### src/rtl/fpnc_pkg.sv
package fpnc_pkg;

  // ------------------------------------------------------------------------
  // FP32 field sizes
  // ------------------------------------------------------------------------
  localparam int unsigned FP_WIDTH = 32;
  localparam int unsigned EXP_BITS = 8;
  localparam int unsigned MAN_BITS = 23;

  // One operand or result word
  typedef logic [FP_WIDTH-1:0] fp32_t;

  // ------------------------------------------------------------------------
  // Operation encoding
  // ------------------------------------------------------------------------
  // Rounding-mode field, reused as sub-operation select
  typedef logic [2:0] rnd_mode_t;

  localparam rnd_mode_t RNE = 3'd0; // SGNJ / MIN / LE
  localparam rnd_mode_t RTZ = 3'd1; // SGNJN / MAX / LT
  localparam rnd_mode_t RDN = 3'd2; // SGNJX / EQ
  localparam rnd_mode_t RUP = 3'd3; // Passthrough in sign injection

  // Operation group
  typedef logic [1:0] op_t;

  localparam op_t OP_SGNJ   = 2'd0;
  localparam op_t OP_MINMAX = 2'd1;
  localparam op_t OP_CMP    = 2'd2;

  // ------------------------------------------------------------------------
  // Exception status
  // ------------------------------------------------------------------------
  // Flags NV DZ OF UF NX, MSB first
  typedef logic [4:0] status_t;

  localparam int unsigned STATUS_NV = 4; // Invalid operation

  // Canonical quiet NaN, positive sign and top mantissa bit set
  localparam fp32_t CANON_NAN = 32'h7fc0_0000;

endpackage

### src/rtl/fp_classifier.sv
`timescale 1ns/1ps

module fp_classifier (
  input  fpnc_pkg::fp32_t operand_a_i,
  input  fpnc_pkg::fp32_t operand_b_i,
  output logic [1:0]      is_zero_o, // [0] operand a, [1] operand b
  output logic [1:0]      is_inf_o,
  output logic [1:0]      is_nan_o,
  output logic [1:0]      is_snan_o
);

  // Both operands side by side, index 0 is a
  fpnc_pkg::fp32_t [1:0] operands;

  assign operands = {operand_b_i, operand_a_i};

  for (genvar i = 0; i < 2; i++) begin : gen_class
    logic [fpnc_pkg::EXP_BITS-1:0] exponent;
    logic [fpnc_pkg::MAN_BITS-1:0] mantissa;
    logic                          exp_ones;
    logic                          exp_zero;
    logic                          man_zero;

    // Field split, sign bit is ignored here
    assign exponent = operands[i][fpnc_pkg::FP_WIDTH-2 -: fpnc_pkg::EXP_BITS];
    assign mantissa = operands[i][fpnc_pkg::MAN_BITS-1:0];

    assign exp_ones = &exponent;
    assign exp_zero = ~|exponent;
    assign man_zero = ~|mantissa;

    assign is_zero_o[i] = exp_zero & man_zero;       // +0 or -0
    assign is_inf_o[i]  = exp_ones & man_zero;
    assign is_nan_o[i]  = exp_ones & ~man_zero;
    // Quiet bit clear means signalling
    assign is_snan_o[i] = is_nan_o[i] & ~mantissa[fpnc_pkg::MAN_BITS-1];
  end

endmodule

### src/rtl/fpnc_pipe.sv
`timescale 1ns/1ps

module fpnc_pipe #(
  parameter int unsigned NumPipeRegs = 1,
  parameter int unsigned DataWidth   = 32,
  parameter int unsigned TagWidth    = 8
) (
  input  logic                 clk_i,
  input  logic                 rst_i,
  // Upstream side
  input  logic                 in_valid_i,
  output logic                 in_ready_o,
  input  logic [DataWidth-1:0] data_i,
  input  logic [TagWidth-1:0]  tag_i,
  // Downstream side
  output logic                 out_valid_o,
  input  logic                 out_ready_i,
  output logic [DataWidth-1:0] data_o,
  output logic [TagWidth-1:0]  tag_o,
  // Any stage occupied
  output logic                 busy_o
);

  // Index 0 is the input and index NumPipeRegs the last register
  logic [NumPipeRegs:0] stage_valid;
  logic [NumPipeRegs:0] stage_ready;
  logic [DataWidth-1:0] stage_data [0:NumPipeRegs];
  logic [TagWidth-1:0]  stage_tag  [0:NumPipeRegs];

  assign stage_valid[0] = in_valid_i;
  assign stage_data[0]  = data_i;
  assign stage_tag[0]   = tag_i;
  assign in_ready_o     = stage_ready[0];

  // ------------------------------------------------------------------------
  // Register stages
  // ------------------------------------------------------------------------
  for (genvar i = 0; i < NumPipeRegs; i++) begin : gen_stage
    logic                 valid_q;
    logic [DataWidth-1:0] data_q;
    logic [TagWidth-1:0]  tag_q;

    // Stage can take a new item if the next one moves or this one is empty
    assign stage_ready[i] = stage_ready[i+1] | ~stage_valid[i+1];

    always_ff @(posedge clk_i) begin
      if (rst_i) begin
        valid_q <= 1'b0;
      end else if (stage_ready[i]) begin
        valid_q <= stage_valid[i]; // Bubble moves in when upstream idle
      end
    end

    // Payload registers
    always_ff @(posedge clk_i) begin
      if (stage_ready[i]) begin
        data_q <= stage_data[i];
        tag_q  <= stage_tag[i];
      end
    end

    assign stage_valid[i+1] = valid_q;
    assign stage_data[i+1]  = data_q;
    assign stage_tag[i+1]   = tag_q;
  end

  // Last stage faces the consumer
  assign stage_ready[NumPipeRegs] = out_ready_i;
  assign out_valid_o              = stage_valid[NumPipeRegs];
  assign data_o                   = stage_data[NumPipeRegs];
  assign tag_o                    = stage_tag[NumPipeRegs];

  if (NumPipeRegs == 0) begin : gen_no_busy
    assign busy_o = 1'b0; // Pure wires with nothing held
  end else begin : gen_busy
    assign busy_o = |stage_valid[NumPipeRegs:1];
  end

endmodule

### src/rtl/fp_noncomp.sv
`timescale 1ns/1ps

module fp_noncomp #(
  parameter int unsigned NumPipeRegs = 0,
  parameter int unsigned PipeAfter   = 0,
  parameter int unsigned TagWidth    = 8
) (
  input  logic                    clk_i,
  input  logic                    rst_i,
  input  fpnc_pkg::fp32_t         operand_a_i,
  input  fpnc_pkg::fp32_t         operand_b_i,
  input  fpnc_pkg::op_t           op_i,
  input  fpnc_pkg::rnd_mode_t     rnd_mode_i,
  input  logic                    op_mod_i,
  input  logic [TagWidth-1:0]     tag_i,
  input  logic                    in_valid_i,
  output logic                    in_ready_o,
  output fpnc_pkg::fp32_t         result_o,
  output fpnc_pkg::status_t       status_o,
  output logic                    extension_bit_o,
  output logic [TagWidth-1:0]     tag_o,
  output logic                    out_valid_o,
  input  logic                    out_ready_i,
  output logic                    busy_o
);

  localparam int unsigned FpW = fpnc_pkg::FP_WIDTH;
  // Packed word widths for the two pipeline placements
  localparam int unsigned OpWidth  = 2*FpW + $bits(fpnc_pkg::op_t)
                                     + $bits(fpnc_pkg::rnd_mode_t) + 1;
  localparam int unsigned ResWidth = FpW + $bits(fpnc_pkg::status_t) + 1;

  // Operation fields as seen by the datapath
  fpnc_pkg::fp32_t     operand_a_q;
  fpnc_pkg::fp32_t     operand_b_q;
  fpnc_pkg::op_t       op_q;
  fpnc_pkg::rnd_mode_t rnd_mode_q;
  logic                op_mod_q;

  // Datapath results
  fpnc_pkg::fp32_t     result_d;
  fpnc_pkg::status_t   status_d;
  logic                extension_bit_d;

  // ------------------------------------------------------------------------
  // Pipeline placement
  // ------------------------------------------------------------------------
  if (PipeAfter == 0) begin : gen_pipe_before
    logic [OpWidth-1:0] op_word;

    fpnc_pipe #(
      .NumPipeRegs ( NumPipeRegs ),
      .DataWidth   ( OpWidth     ),
      .TagWidth    ( TagWidth    )
    ) u_pipe (
      .clk_i       ( clk_i       ),
      .rst_i       ( rst_i       ),
      .in_valid_i  ( in_valid_i  ),
      .in_ready_o  ( in_ready_o  ),
      .data_i      ( {operand_a_i, operand_b_i, op_i, rnd_mode_i, op_mod_i} ),
      .tag_i       ( tag_i       ),
      .out_valid_o ( out_valid_o ),
      .out_ready_i ( out_ready_i ),
      .data_o      ( op_word     ),
      .tag_o       ( tag_o       ),
      .busy_o      ( busy_o      )
    );

    assign {operand_a_q, operand_b_q, op_q, rnd_mode_q, op_mod_q} = op_word;

    // Results leave combinationally
    assign result_o        = result_d;
    assign status_o        = status_d;
    assign extension_bit_o = extension_bit_d;
  end else begin : gen_pipe_after
    logic [ResWidth-1:0] res_word;

    assign operand_a_q = operand_a_i;
    assign operand_b_q = operand_b_i;
    assign op_q        = op_i;
    assign rnd_mode_q  = rnd_mode_i;
    assign op_mod_q    = op_mod_i;

    fpnc_pipe #(
      .NumPipeRegs ( NumPipeRegs ),
      .DataWidth   ( ResWidth    ),
      .TagWidth    ( TagWidth    )
    ) u_pipe (
      .clk_i       ( clk_i       ),
      .rst_i       ( rst_i       ),
      .in_valid_i  ( in_valid_i  ),
      .in_ready_o  ( in_ready_o  ),
      .data_i      ( {result_d, status_d, extension_bit_d} ),
      .tag_i       ( tag_i       ),
      .out_valid_o ( out_valid_o ),
      .out_ready_i ( out_ready_i ),
      .data_o      ( res_word    ),
      .tag_o       ( tag_o       ),
      .busy_o      ( busy_o      )
    );

    assign {result_o, status_o, extension_bit_o} = res_word;
  end

  // ------------------------------------------------------------------------
  // Classification and shared compare
  // ------------------------------------------------------------------------
  logic [1:0] is_zero;
  logic [1:0] is_nan;
  logic [1:0] is_snan;

  fp_classifier u_class (
    .operand_a_i ( operand_a_q ),
    .operand_b_i ( operand_b_q ),
    .is_zero_o   ( is_zero     ),
    .is_inf_o    (             ), // Raw compare already orders infinities
    .is_nan_o    ( is_nan      ),
    .is_snan_o   ( is_snan     )
  );

  logic sign_a;
  logic sign_b;
  logic any_nan;
  logic any_snan;
  logic operands_equal;
  logic a_smaller;

  assign sign_a   = operand_a_q[FpW-1];
  assign sign_b   = operand_b_q[FpW-1];
  assign any_nan  = |is_nan;
  assign any_snan = |is_snan;

  // +0 and -0 count as equal
  assign operands_equal = (operand_a_q == operand_b_q) | (&is_zero);
  // Unsigned compare of the raw words, flipped once a sign is set
  assign a_smaller      = (operand_a_q < operand_b_q) ^ (sign_a | sign_b);

  // Sign injection, sub-op in rnd_mode
  fpnc_pkg::fp32_t sgnj_result;

  always_comb begin
    sgnj_result = operand_a_q; // Magnitude always from a
    case (rnd_mode_q)
      fpnc_pkg::RNE: sgnj_result[FpW-1] = sign_b;          // SGNJ
      fpnc_pkg::RTZ: sgnj_result[FpW-1] = ~sign_b;         // SGNJN
      fpnc_pkg::RDN: sgnj_result[FpW-1] = sign_a ^ sign_b; // SGNJX
      fpnc_pkg::RUP: sgnj_result        = operand_a_q;     // Passthrough
      default:       sgnj_result        = 'x;
    endcase
  end

  // Min/max with quiet NaN handling
  fpnc_pkg::fp32_t minmax_result;

  always_comb begin
    if (is_nan[0] && is_nan[1]) begin
      minmax_result = fpnc_pkg::CANON_NAN;
    end else if (is_nan[0]) begin
      minmax_result = operand_b_q; // Non-NaN side wins
    end else if (is_nan[1]) begin
      minmax_result = operand_a_q;
    end else begin
      case (rnd_mode_q)
        fpnc_pkg::RNE: minmax_result = a_smaller ? operand_a_q : operand_b_q; // MIN
        fpnc_pkg::RTZ: minmax_result = a_smaller ? operand_b_q : operand_a_q; // MAX
        default:       minmax_result = 'x;
      endcase
    end
  end

  // Compares, boolean in bit 0
  fpnc_pkg::fp32_t cmp_result;
  logic            cmp_nv;

  always_comb begin
    cmp_result = '0;
    cmp_nv     = 1'b0;
    if (any_snan) begin
      cmp_nv = 1'b1; // Always invalid, result false
    end else begin
      case (rnd_mode_q)
        fpnc_pkg::RNE: begin // LE, signalling
          if (any_nan) cmp_nv = 1'b1;
          else cmp_result[0] = (a_smaller | operands_equal) ^ op_mod_q;
        end
        fpnc_pkg::RTZ: begin // LT, signalling
          if (any_nan) cmp_nv = 1'b1;
          else cmp_result[0] = (a_smaller & ~operands_equal) ^ op_mod_q;
        end
        fpnc_pkg::RDN: begin // EQ, quiet
          if (any_nan) cmp_result[0] = op_mod_q; // Unordered never equal
          else cmp_result[0] = operands_equal ^ op_mod_q;
        end
        default: begin
          cmp_result = 'x;
          cmp_nv     = 1'bx;
        end
      endcase
    end
  end

  // ------------------------------------------------------------------------
  // Result selection
  // ------------------------------------------------------------------------
  always_comb begin
    status_d = '0;
    case (op_q)
      fpnc_pkg::OP_SGNJ: begin
        result_d        = sgnj_result;                          // Never flags
        extension_bit_d = op_mod_q ? sgnj_result[FpW-1] : 1'b1; // Int sign-ext or NaN-box
      end
      fpnc_pkg::OP_MINMAX: begin
        result_d                     = minmax_result;
        status_d[fpnc_pkg::STATUS_NV] = any_snan;
        extension_bit_d              = 1'b1; // Float result
      end
      fpnc_pkg::OP_CMP: begin
        result_d                     = cmp_result;
        status_d[fpnc_pkg::STATUS_NV] = cmp_nv;
        extension_bit_d              = 1'b0; // Integer boolean
      end
      default: begin
        result_d        = 'x;
        status_d        = 'x;
        extension_bit_d = 1'bx;
      end
    endcase
  end

endmodule

### src/rtl/fpnc_top.sv
`timescale 1ns/1ps

module fpnc_top #(
  parameter int unsigned NumPipeRegs = 2,
  parameter int unsigned PipeAfter   = 0, // Registers ahead of the datapath
  parameter int unsigned TagWidth    = 8
) (
  input  logic                clk_i,
  input  logic                rst_i,
  // Input handshake and operation
  input  logic                in_valid_i,
  output logic                in_ready_o,
  input  fpnc_pkg::fp32_t     operands_a_i,
  input  fpnc_pkg::fp32_t     operand_b_i,
  input  fpnc_pkg::op_t       op_i,
  input  fpnc_pkg::rnd_mode_t rnd_mode_i,
  input  logic                op_mod_i,
  input  logic [TagWidth-1:0] tag_i,
  // Output handshake and result
  output logic                out_valid_o,
  input  logic                out_ready_i,
  output fpnc_pkg::fp32_t     result_o,
  output fpnc_pkg::status_t   status_o,
  output logic                extension_bit_o,
  output logic [TagWidth-1:0] tag_o,
  output logic                busy_o
);

  fp_noncomp #(
    .NumPipeRegs ( NumPipeRegs ),
    .PipeAfter   ( PipeAfter   ),
    .TagWidth    ( TagWidth    )
  ) u_noncomp (
    .clk_i           ( clk_i           ),
    .rst_i           ( rst_i           ),
    .operand_a_i     ( operands_a_i    ),
    .operand_b_i     ( operand_b_i     ),
    .op_i            ( op_i            ),
    .rnd_mode_i      ( rnd_mode_i      ),
    .op_mod_i        ( op_mod_i        ),
    .tag_i           ( tag_i           ),
    .in_valid_i      ( in_valid_i      ),
    .in_ready_o      ( in_ready_o      ),
    .result_o        ( result_o        ),
    .status_o        ( status_o        ),
    .extension_bit_o ( extension_bit_o ),
    .tag_o           ( tag_o           ),
    .out_valid_o     ( out_valid_o     ),
    .out_ready_i     ( out_ready_i     ),
    .busy_o          ( busy_o          )
  );

endmodule

### config.mk
export PLATFORM = sky130hd
export DESIGN_NAME = fpnc_top
export DESIGN_NICKNAME = d
export VERILOG_FILES = /design/src/rtl/fpnc_pkg.sv /design/src/rtl/fp_classifier.sv /design/src/rtl/fpnc_pipe.sv /design/src/rtl/fp_noncomp.sv /design/src/rtl/fpnc_top.sv
export SDC_FILE = /design/constraint.sdc
export NUM_CORES = 1
export LEC_CHECK = 0
export BUFFER_PORTS_ARGS = -buffer_cell sky130_fd_sc_hd__clkbuf_2
export CORE_MARGIN = 2
export CORE_UTILIZATION = 30
export DETAILED_ROUTE_END_ITERATION = 10
export MAX_ROUTING_LAYER = met4
export PLACE_DENSITY = 0.58
export SLEW_MARGIN = 20
export SYNTH_ARGS = -nofsm -noshare
export SYNTH_HDL_FRONTEND = slang
export SYNTH_SLANG_ARGS = --single-unit
export TNS_END_PERCENT = 30
### constraint.sdc
create_clock -name clk_i -period 4.16 [get_ports clk_i]
set_clock_uncertainty 0.05 [all_clocks]
set_input_delay 0.208 -clock clk_i [delete_from_list [all_inputs] [get_ports clk_i]]
set_output_delay 0.208 -clock clk_i [all_outputs]
set_load 0.01 [all_outputs]
# Word-level counts from Yosys, hierarchy flattened
# Index checks and enable logic that the tools add are counted.
totals:
  romBits: 0
  out_inout_bits: 49
  inputBits: 82
  ff_bits: 158
  memories: 0
  latchBits: 0
  mem_bits_rw: 0
  word_cells: 79
classes:
  n_shift: 0
  eq_ne: 6
  n_reduce_logical: 21
  div: 0
  order_cmp: 1
  bitwise_logic: 23
  n_mul: 0
  mux: 22
  n_addsub: 0
op_table:
  columns: ["operator", "n"]
  rows:
  - ["2-to-1 mux 32 bit", 6]
  - ["one-hot mux 32 bit (3 select lines)", 1]
  - ["one-hot mux 32 bit (2 select lines)", 1]
  - ["2-to-1 mux 31 bit", 2]
  - ["OR reduction 23 bit", 2]
  - ["== test 32 bit", 1]
  - ["less-than comparator 32 bit", 1]
  - ["AND reduction 8 bit", 2]
  - ["OR reduction 8 bit", 2]
  - ["one-hot mux 1 bit (3 select lines)", 3]
  - ["OR reduction 2 bit", 4]
  - ["AND 1 bit", 7]
  - ["== test 3 x 2 -> 1 bit, second input constant", 2]
  - ["2-to-1 mux 1 bit", 6]
  - ["inverter 1 bit", 6]
  - ["OR reduction 3 bit", 2]
  - ["bitwise OR 1 bit", 5]
  - ["XOR 1 bit", 5]
  - ["logical NOT 1 bit", 4]
  - ["2-to-1 mux 4 bit", 1]
  - ["one-hot mux 1 bit (4 select lines)", 1]
  - ["OR reduction 4 bit", 1]
  - ["== test 3 x 1 -> 1 bit, second input constant", 1]
  - ["logical NOT 3 bit", 1]
  - ["other kinds (6)", 6]

# Depth between registers and ports, before layout
logic_depth:
  word_depth: 12
  depth_mapped: 11
  mapped_depth_nobuf: 10

# Cells and area by module
# Synthesis repeated with hierarchy kept, for this count alone.
unflattened:
  cells_unflattened: 445
  area_unflattened_um2: 6790.3
modules_own_cells:
  columns: ["module", "instances", "cells_each", "area_per_inst_um2"]
  rows:
  - ["fpnc_pipe", 1, 165, 4762.1]
  - ["fp_noncomp", 1, 240, 1747.9]
  - ["fp_classifier", 1, 40, 280.3]

# Least setup slack after synthesis
# Ideal clock, no wire load.
synth_path:
  path_type: "register to output"
  start: "register u_noncomp.gen_pipe_before.u_pipe.gen_stage[1].data_q[52], in the netlist u_noncomp.gen_pipe_before.u_pipe.data_o[52]"
  end: "output port result_o[10]"
  t_required_ns: 3.902
  slack_ns: 1.044
  stages_incl_launch_ff: 11
  n_path_buf: 1
  t_arrival_ns: 2.858
  path_cell_list: "edfxtp_1 > ha_1 > a21oi_1 > nand2_1 > a221o_1 > o311a_1 > or3_4 > a21bo_1 > a31o_4 > buf_6 > a22o_1"
synth_between:
  elab_chain_cells: 8
  word_cells_on_any_way: 15
  classes_between: "order compare (1); mux (8); bitwise (3); reduce/logical (3)"
synth_lines:
  columns: ["element", "line", "text"]
  rows:
  - ["start, declared", "fpnc_pipe.sv:40", "logic [DataWidth-1:0] data_q;"]
  - ["start signal, assigned", "fpnc_pipe.sv:57", "data_q <= stage_data[i];"]
  - ["less-than comparator 32 bit", "fp_noncomp.sv:136", "assign a_smaller = (operand_a_q < operand_b_q) ^ (sign_a | sign_b);"]
  - ["XOR 1 bit", "fp_noncomp.sv:136", null]
  - ["2-to-1 mux 32 bit (on tied branches)", "fp_noncomp.sv:165, fp_noncomp.sv:164", null]
  - ["one-hot mux 32 bit (2 select lines)", "fp_noncomp.sv:163", "case (rnd_mode_q)"]
  - ["2-to-1 mux 32 bit", "fp_noncomp.sv:160", "end else if (is_nan[1]) begin"]
  - ["2-to-1 mux 32 bit", "fp_noncomp.sv:158", "end else if (is_nan[0]) begin"]
  - ["2-to-1 mux 32 bit", "fp_noncomp.sv:156", "if (is_nan[0] && is_nan[1]) begin"]
  - ["one-hot mux 32 bit (3 select lines) *", "fp_noncomp.sv:207", "case (op_q)"]
  - ["end, declared", "fpnc_top.sv:22", "output fpnc_pkg::fp32_t result_o,"]
# Mark *: on every way between the ends. The rest lies on a longest branch, timed or not.

# Final worst setup path
layout_path:
  start: "register u_noncomp.gen_pipe_before.u_pipe.gen_stage[1].data_q[52], in the netlist u_noncomp.gen_pipe_before.u_pipe.data_o[52]"
  end: "output port result_o[0]"
layout_between:
  elab_chain_cells: 12
  word_cells_on_any_way: 31
  classes_between: "order compare (1); eq/ne (1); mux (12); bitwise (11); reduce/logical (6)"
layout_lines:
  columns: ["element", "line"]
  rows:
  - ["branches (longest 11 deep; another with less-than comparator 32 bit)", null]
  - ["one-hot mux 32 bit (3 select lines) *", "fp_noncomp.sv:207"]
# Every way passes the cells marked *.

==> metrics.md <==
| Metric | Value |
|---|---|
| Status | finished, final reports clean |
| Initial Util | 30.7% |
| Final Max Slew Viols | 0 |
| Synth warn | 0 |
| Post-Route WL | approximately 15 mm |
| Final Hold Viols | 0 |
| Placer Congestion | 0.884 |
| Max-cap viol count | 0 |
| Clk Latency, worst-skew pair | between 0.4 and 0.5 ns |
| Total number of vias | around 4.3k |
| Largest family of logic cells by synthesized area | compound AO/OA/AOI/OAI gates |
| Num rows | 53 |
| Pwr dens | 445 nW/um^2 |
| Share of flip-flops with an asynchronous set or reset | 0% |
| CP max FO | 11 |
| Core area | 21100 um^2 |
| Routed wire per std cell | roughly 16 um |
| Vias in the first global route | 4350 |
| Post-Synth XOR/XNOR Area | less than 1% |
| Synth Area in Adders | roughly 6.8% |
| Multi-input logic area | 1590 um^2 |
| Mean Syn Cell Area | 15.9 um^2 |
| Count of final setup violators | 0 |
| CTS tree | yes |
| CP Data Required Time | a little under 4 ns |
| # clock sinks | around 160 |
| Final Worst Setup Slack | 0.189 ns |
| Final #Nets | around 740 |
| RSZ-0062 raised after global routing | no |
| Post-synth top cells | edfxtp_1 (156), inv_1 (38), ha_1 (35), a22o_1 (21), a21oi_1 (17) |
| Die area | 22800 um^2 |
| Register area | 4720 um^2 |
| Fin crit share | a little over nine tenths |
| Top post-synthesis cells by area | edfxtp_1 (72%), ha_1 (6.8%), a22o_1 (2.8%) |
| Most frequent cell after synthesis | edfxtp_1 |
| CTS Buf Count | 17 |
| Vias per inst | roughly 4.7 |
| Io pins | 131 |
| Worst slew margin | between 20 and 30% |
| Critical Path End Type | primary output |
| Share of post-route cells with drive strength above 1 | about 28% |
| Number of enable flip-flop cells after synthesis | ~160 |
| Number of H-tree levels | 4 |
| Mux cell area share after synthesis | 0% |
| CP arrival | around 3.7 ns |
| Clk slew on worst S/H paths | around 0.06 ns |
| Port Buffers | about 130 |
| Die span in y | about 150 um |
| Pin count of the biggest net entering global routing | 80 |
| Ys flop type | edfxtp_1 |
| Minimum clock period | 3.97 ns |
| Antenna cells | 0 |
| Die Wd | 151 um |
| Area growth syn-to-layout | 36.3% |
| R2R depth | 3 |
| Number of fill cells in the layout | around 2.0k |
| Met2 wire length | 7.65 mm |
| Placement Setup Slack | between 0.4 and 0.5 ns |
| Leakage | roughly 3.7 nW |
| Starting DRC count in detailed routing | 315 |
| Synthesized flop and latch total | approximately 160 |
| Mapped cell area | around 6500 um^2 |
| Simple-gate share of the synthesized area | a little under 7% |
| Post-CTS Setup Bufs | 0 |
| Register area share after synthesis | 72.9% |
| Max Fclk | roughly 250 MHz |
| Post-route ant nets | 0 |
| Synth Instances | just over 400 |
| M1 WL | ~6.3 mm |
| Top cell type by total area after synthesis | edfxtp_1 |
| Max layer used | met4 |
| Worst-Margin Slew | ~1.1 ns |
| Grt ovf | 0 |
| Antenna violations before repair | 0 |
| Detail Placement HPWL | ~10 mm |
| First-pass GRT wire length | 22.6 mm |
| Total GRT Usage | 13.7% |
| CP Class | register to primary output |
| Met3 wire length | around 530 um |
| Root Buffer | clkbuf_16 |
| Max Buffers Root-to-Sink | 2 |
| Hold depth | 4 |
| Synth top area share | between 70% and 80% |
| Complex-gate fraction of the synthesized area | about 10% |
| Yosys cell types | 50 |
| VDD IR max | 0.000292 V |
| DRC | 0 |
| HP Class | primary input to register |
| DR pass1 iterations | 5 |
| Type of origin of the critical path | register |
| Setup TNS | 0 ns |
[per-layer routing]
layer	up-vias	global-route usage (%)
met5	-	-
met4	0	5.79
met3	24	3.19
met2	114	22.6
met1	2093	16.3
li1	2045	-
[state kept, by name, summed over array words and instances (netlist names)]
| signal | cells |
|---|---|
| u_noncomp.gen_pipe_before.u_pipe.gen_stage.valid_q | 1 |
| u_noncomp.gen_pipe_before.u_pipe.tag_o | 8 |
| u_noncomp.gen_pipe_before.u_pipe.data_o | 70 |
| u_noncomp.gen_pipe_before.u_pipe.gen_stage.tag_q | 8 |
| u_noncomp.gen_pipe_before.u_pipe.gen_stage.data_q | 70 |
| u_noncomp.gen_pipe_before.u_pipe.out_valid_o | 1 |
[cell families (layout without fill, tap and decap cells)]
group           Yosys count  after routing
buf+inv                  50            278
compound gates           83             84
simple gates             79             79
xor+xnor                  1              1
fa+ha+maj                35             35
flops                   158            158
other cells               1              4
[final cells by class]
class	instances	area share, %
sequential	158	53.5
multi-input combinational	203	18.0
timing repair buffer	208	16.4
inverter	38	1.62
clock inverter	15	1.81
clock buffer	17	4.82
tap	275	3.90
[worst max-delay path: stages (launching register included)]
cell and delay [ns]:
edfxtp_1 0.43, ha_1 0.33, a21oi_1 0.16, nand2_1 0.07, a221o_1 0.36, o311a_4 0.41
or3_4 0.38, a21bo_1 0.28, a31o_4 0.33, a221o_1 0.40, clkbuf_2 0.14
[timing repair]
action	CTS	global route
endpoints found under the setup margin	1	3
endpoints found under the hold margin	80	0
hold buffers	80	0
cloned	0	1
gates resized for setup	1	2
[placed cells by master, fill, tap and decap left out, types with 2 or more instances in the layout]
| cell type | synthesis | routed |
|---|---|---|
| nor2_1 | 11 | 11 |
| clkinv_1 | 0 | 2 |
| a221o_1 | 2 | 2 |
| bufinv_16 | 0 | 2 |
| o22ai_1 | 2 | 2 |
| clkinv_2 | 0 | 2 |
| edfxtp_1 | 156 | 156 |
| nor2b_1 | 2 | 2 |
| nand2_1 | 16 | 15 |
| or2_2 | 2 | 2 |
| clkinv_4 | 0 | 3 |
| buf_4 | 4 | 2 |
| inv_8 | 0 | 2 |
| a21o_1 | 2 | 2 |
| nand2b_1 | 2 | 2 |
| nor3_1 | 3 | 3 |
| inv_1 | 38 | 37 |
| dlygate4sd3_1 | 0 | 80 |
| nand3_1 | 5 | 5 |
| dfxtp_1 | 2 | 2 |
| conb_1 | 1 | 4 |
| clkbuf_16 | 0 | 17 |
| nor4_1 | 16 | 15 |
| o221a_2 | 9 | 9 |
| nand4_1 | 10 | 10 |
| o21ai_0 | 7 | 7 |
| or3_1 | 3 | 3 |
| a31o_2 | 3 | 4 |
| a21oi_1 | 17 | 17 |
| inv_6 | 0 | 3 |
| ha_1 | 35 | 35 |
| clkbuf_2 | 0 | 126 |
| and4_1 | 3 | 3 |
| a22o_1 | 21 | 21 |
| a31oi_1 | 7 | 7 |
[per-stage QoR]
step	hold WS (ns)	std cells	total power [W]	area [um^2]	util, %
5_1_grt	0.113	914	0.00408	8830	41.9
6_report	0.102	914	0.00393	8830	41.9
4_1_cts	0.0964	913	0.00396	8800	41.7
3_3_place_gp	0.332	801	0.00235	7410	35.1
3_5_place_dp	0.337	801	0.00236	7410	35.1
2_1_floorplan	0.230	410	0.00219	6490	-
[final timing paths]
path                            slack (ns)                                                 startpoint                                                         to
worst max-delay path                  0.19      u_noncomp.gen_pipe_before.u_pipe.data_o[52]$_DFFE_PP_                                                result_o[0]
worst min-delay path                  0.10                                                out_ready_i  u_noncomp.gen_pipe_before.u_pipe.out_valid_o$_SDFFE_PP0P_
worst max register to register        2.03  u_noncomp.gen_pipe_before.u_pipe.out_valid_o$_SDFFE_PP0P_      u_noncomp.gen_pipe_before.u_pipe.data_o[32]$_DFFE_PP_
worst min register to register        0.36                                                   register      u_noncomp.gen_pipe_before.u_pipe.data_o[39]$_DFFE_PP_
[power breakdown]
| group | switching (W) | total (W) | internal, W |
|---|---|---|---|
| registers | 0.0000677 | 0.00193 | 0.00186 |
| clock network | 0.000637 | 0.00153 | 0.000892 |
| logic | 0.000238 | 0.000469 | 0.000232 |
(Power assumes the default switching activity.)
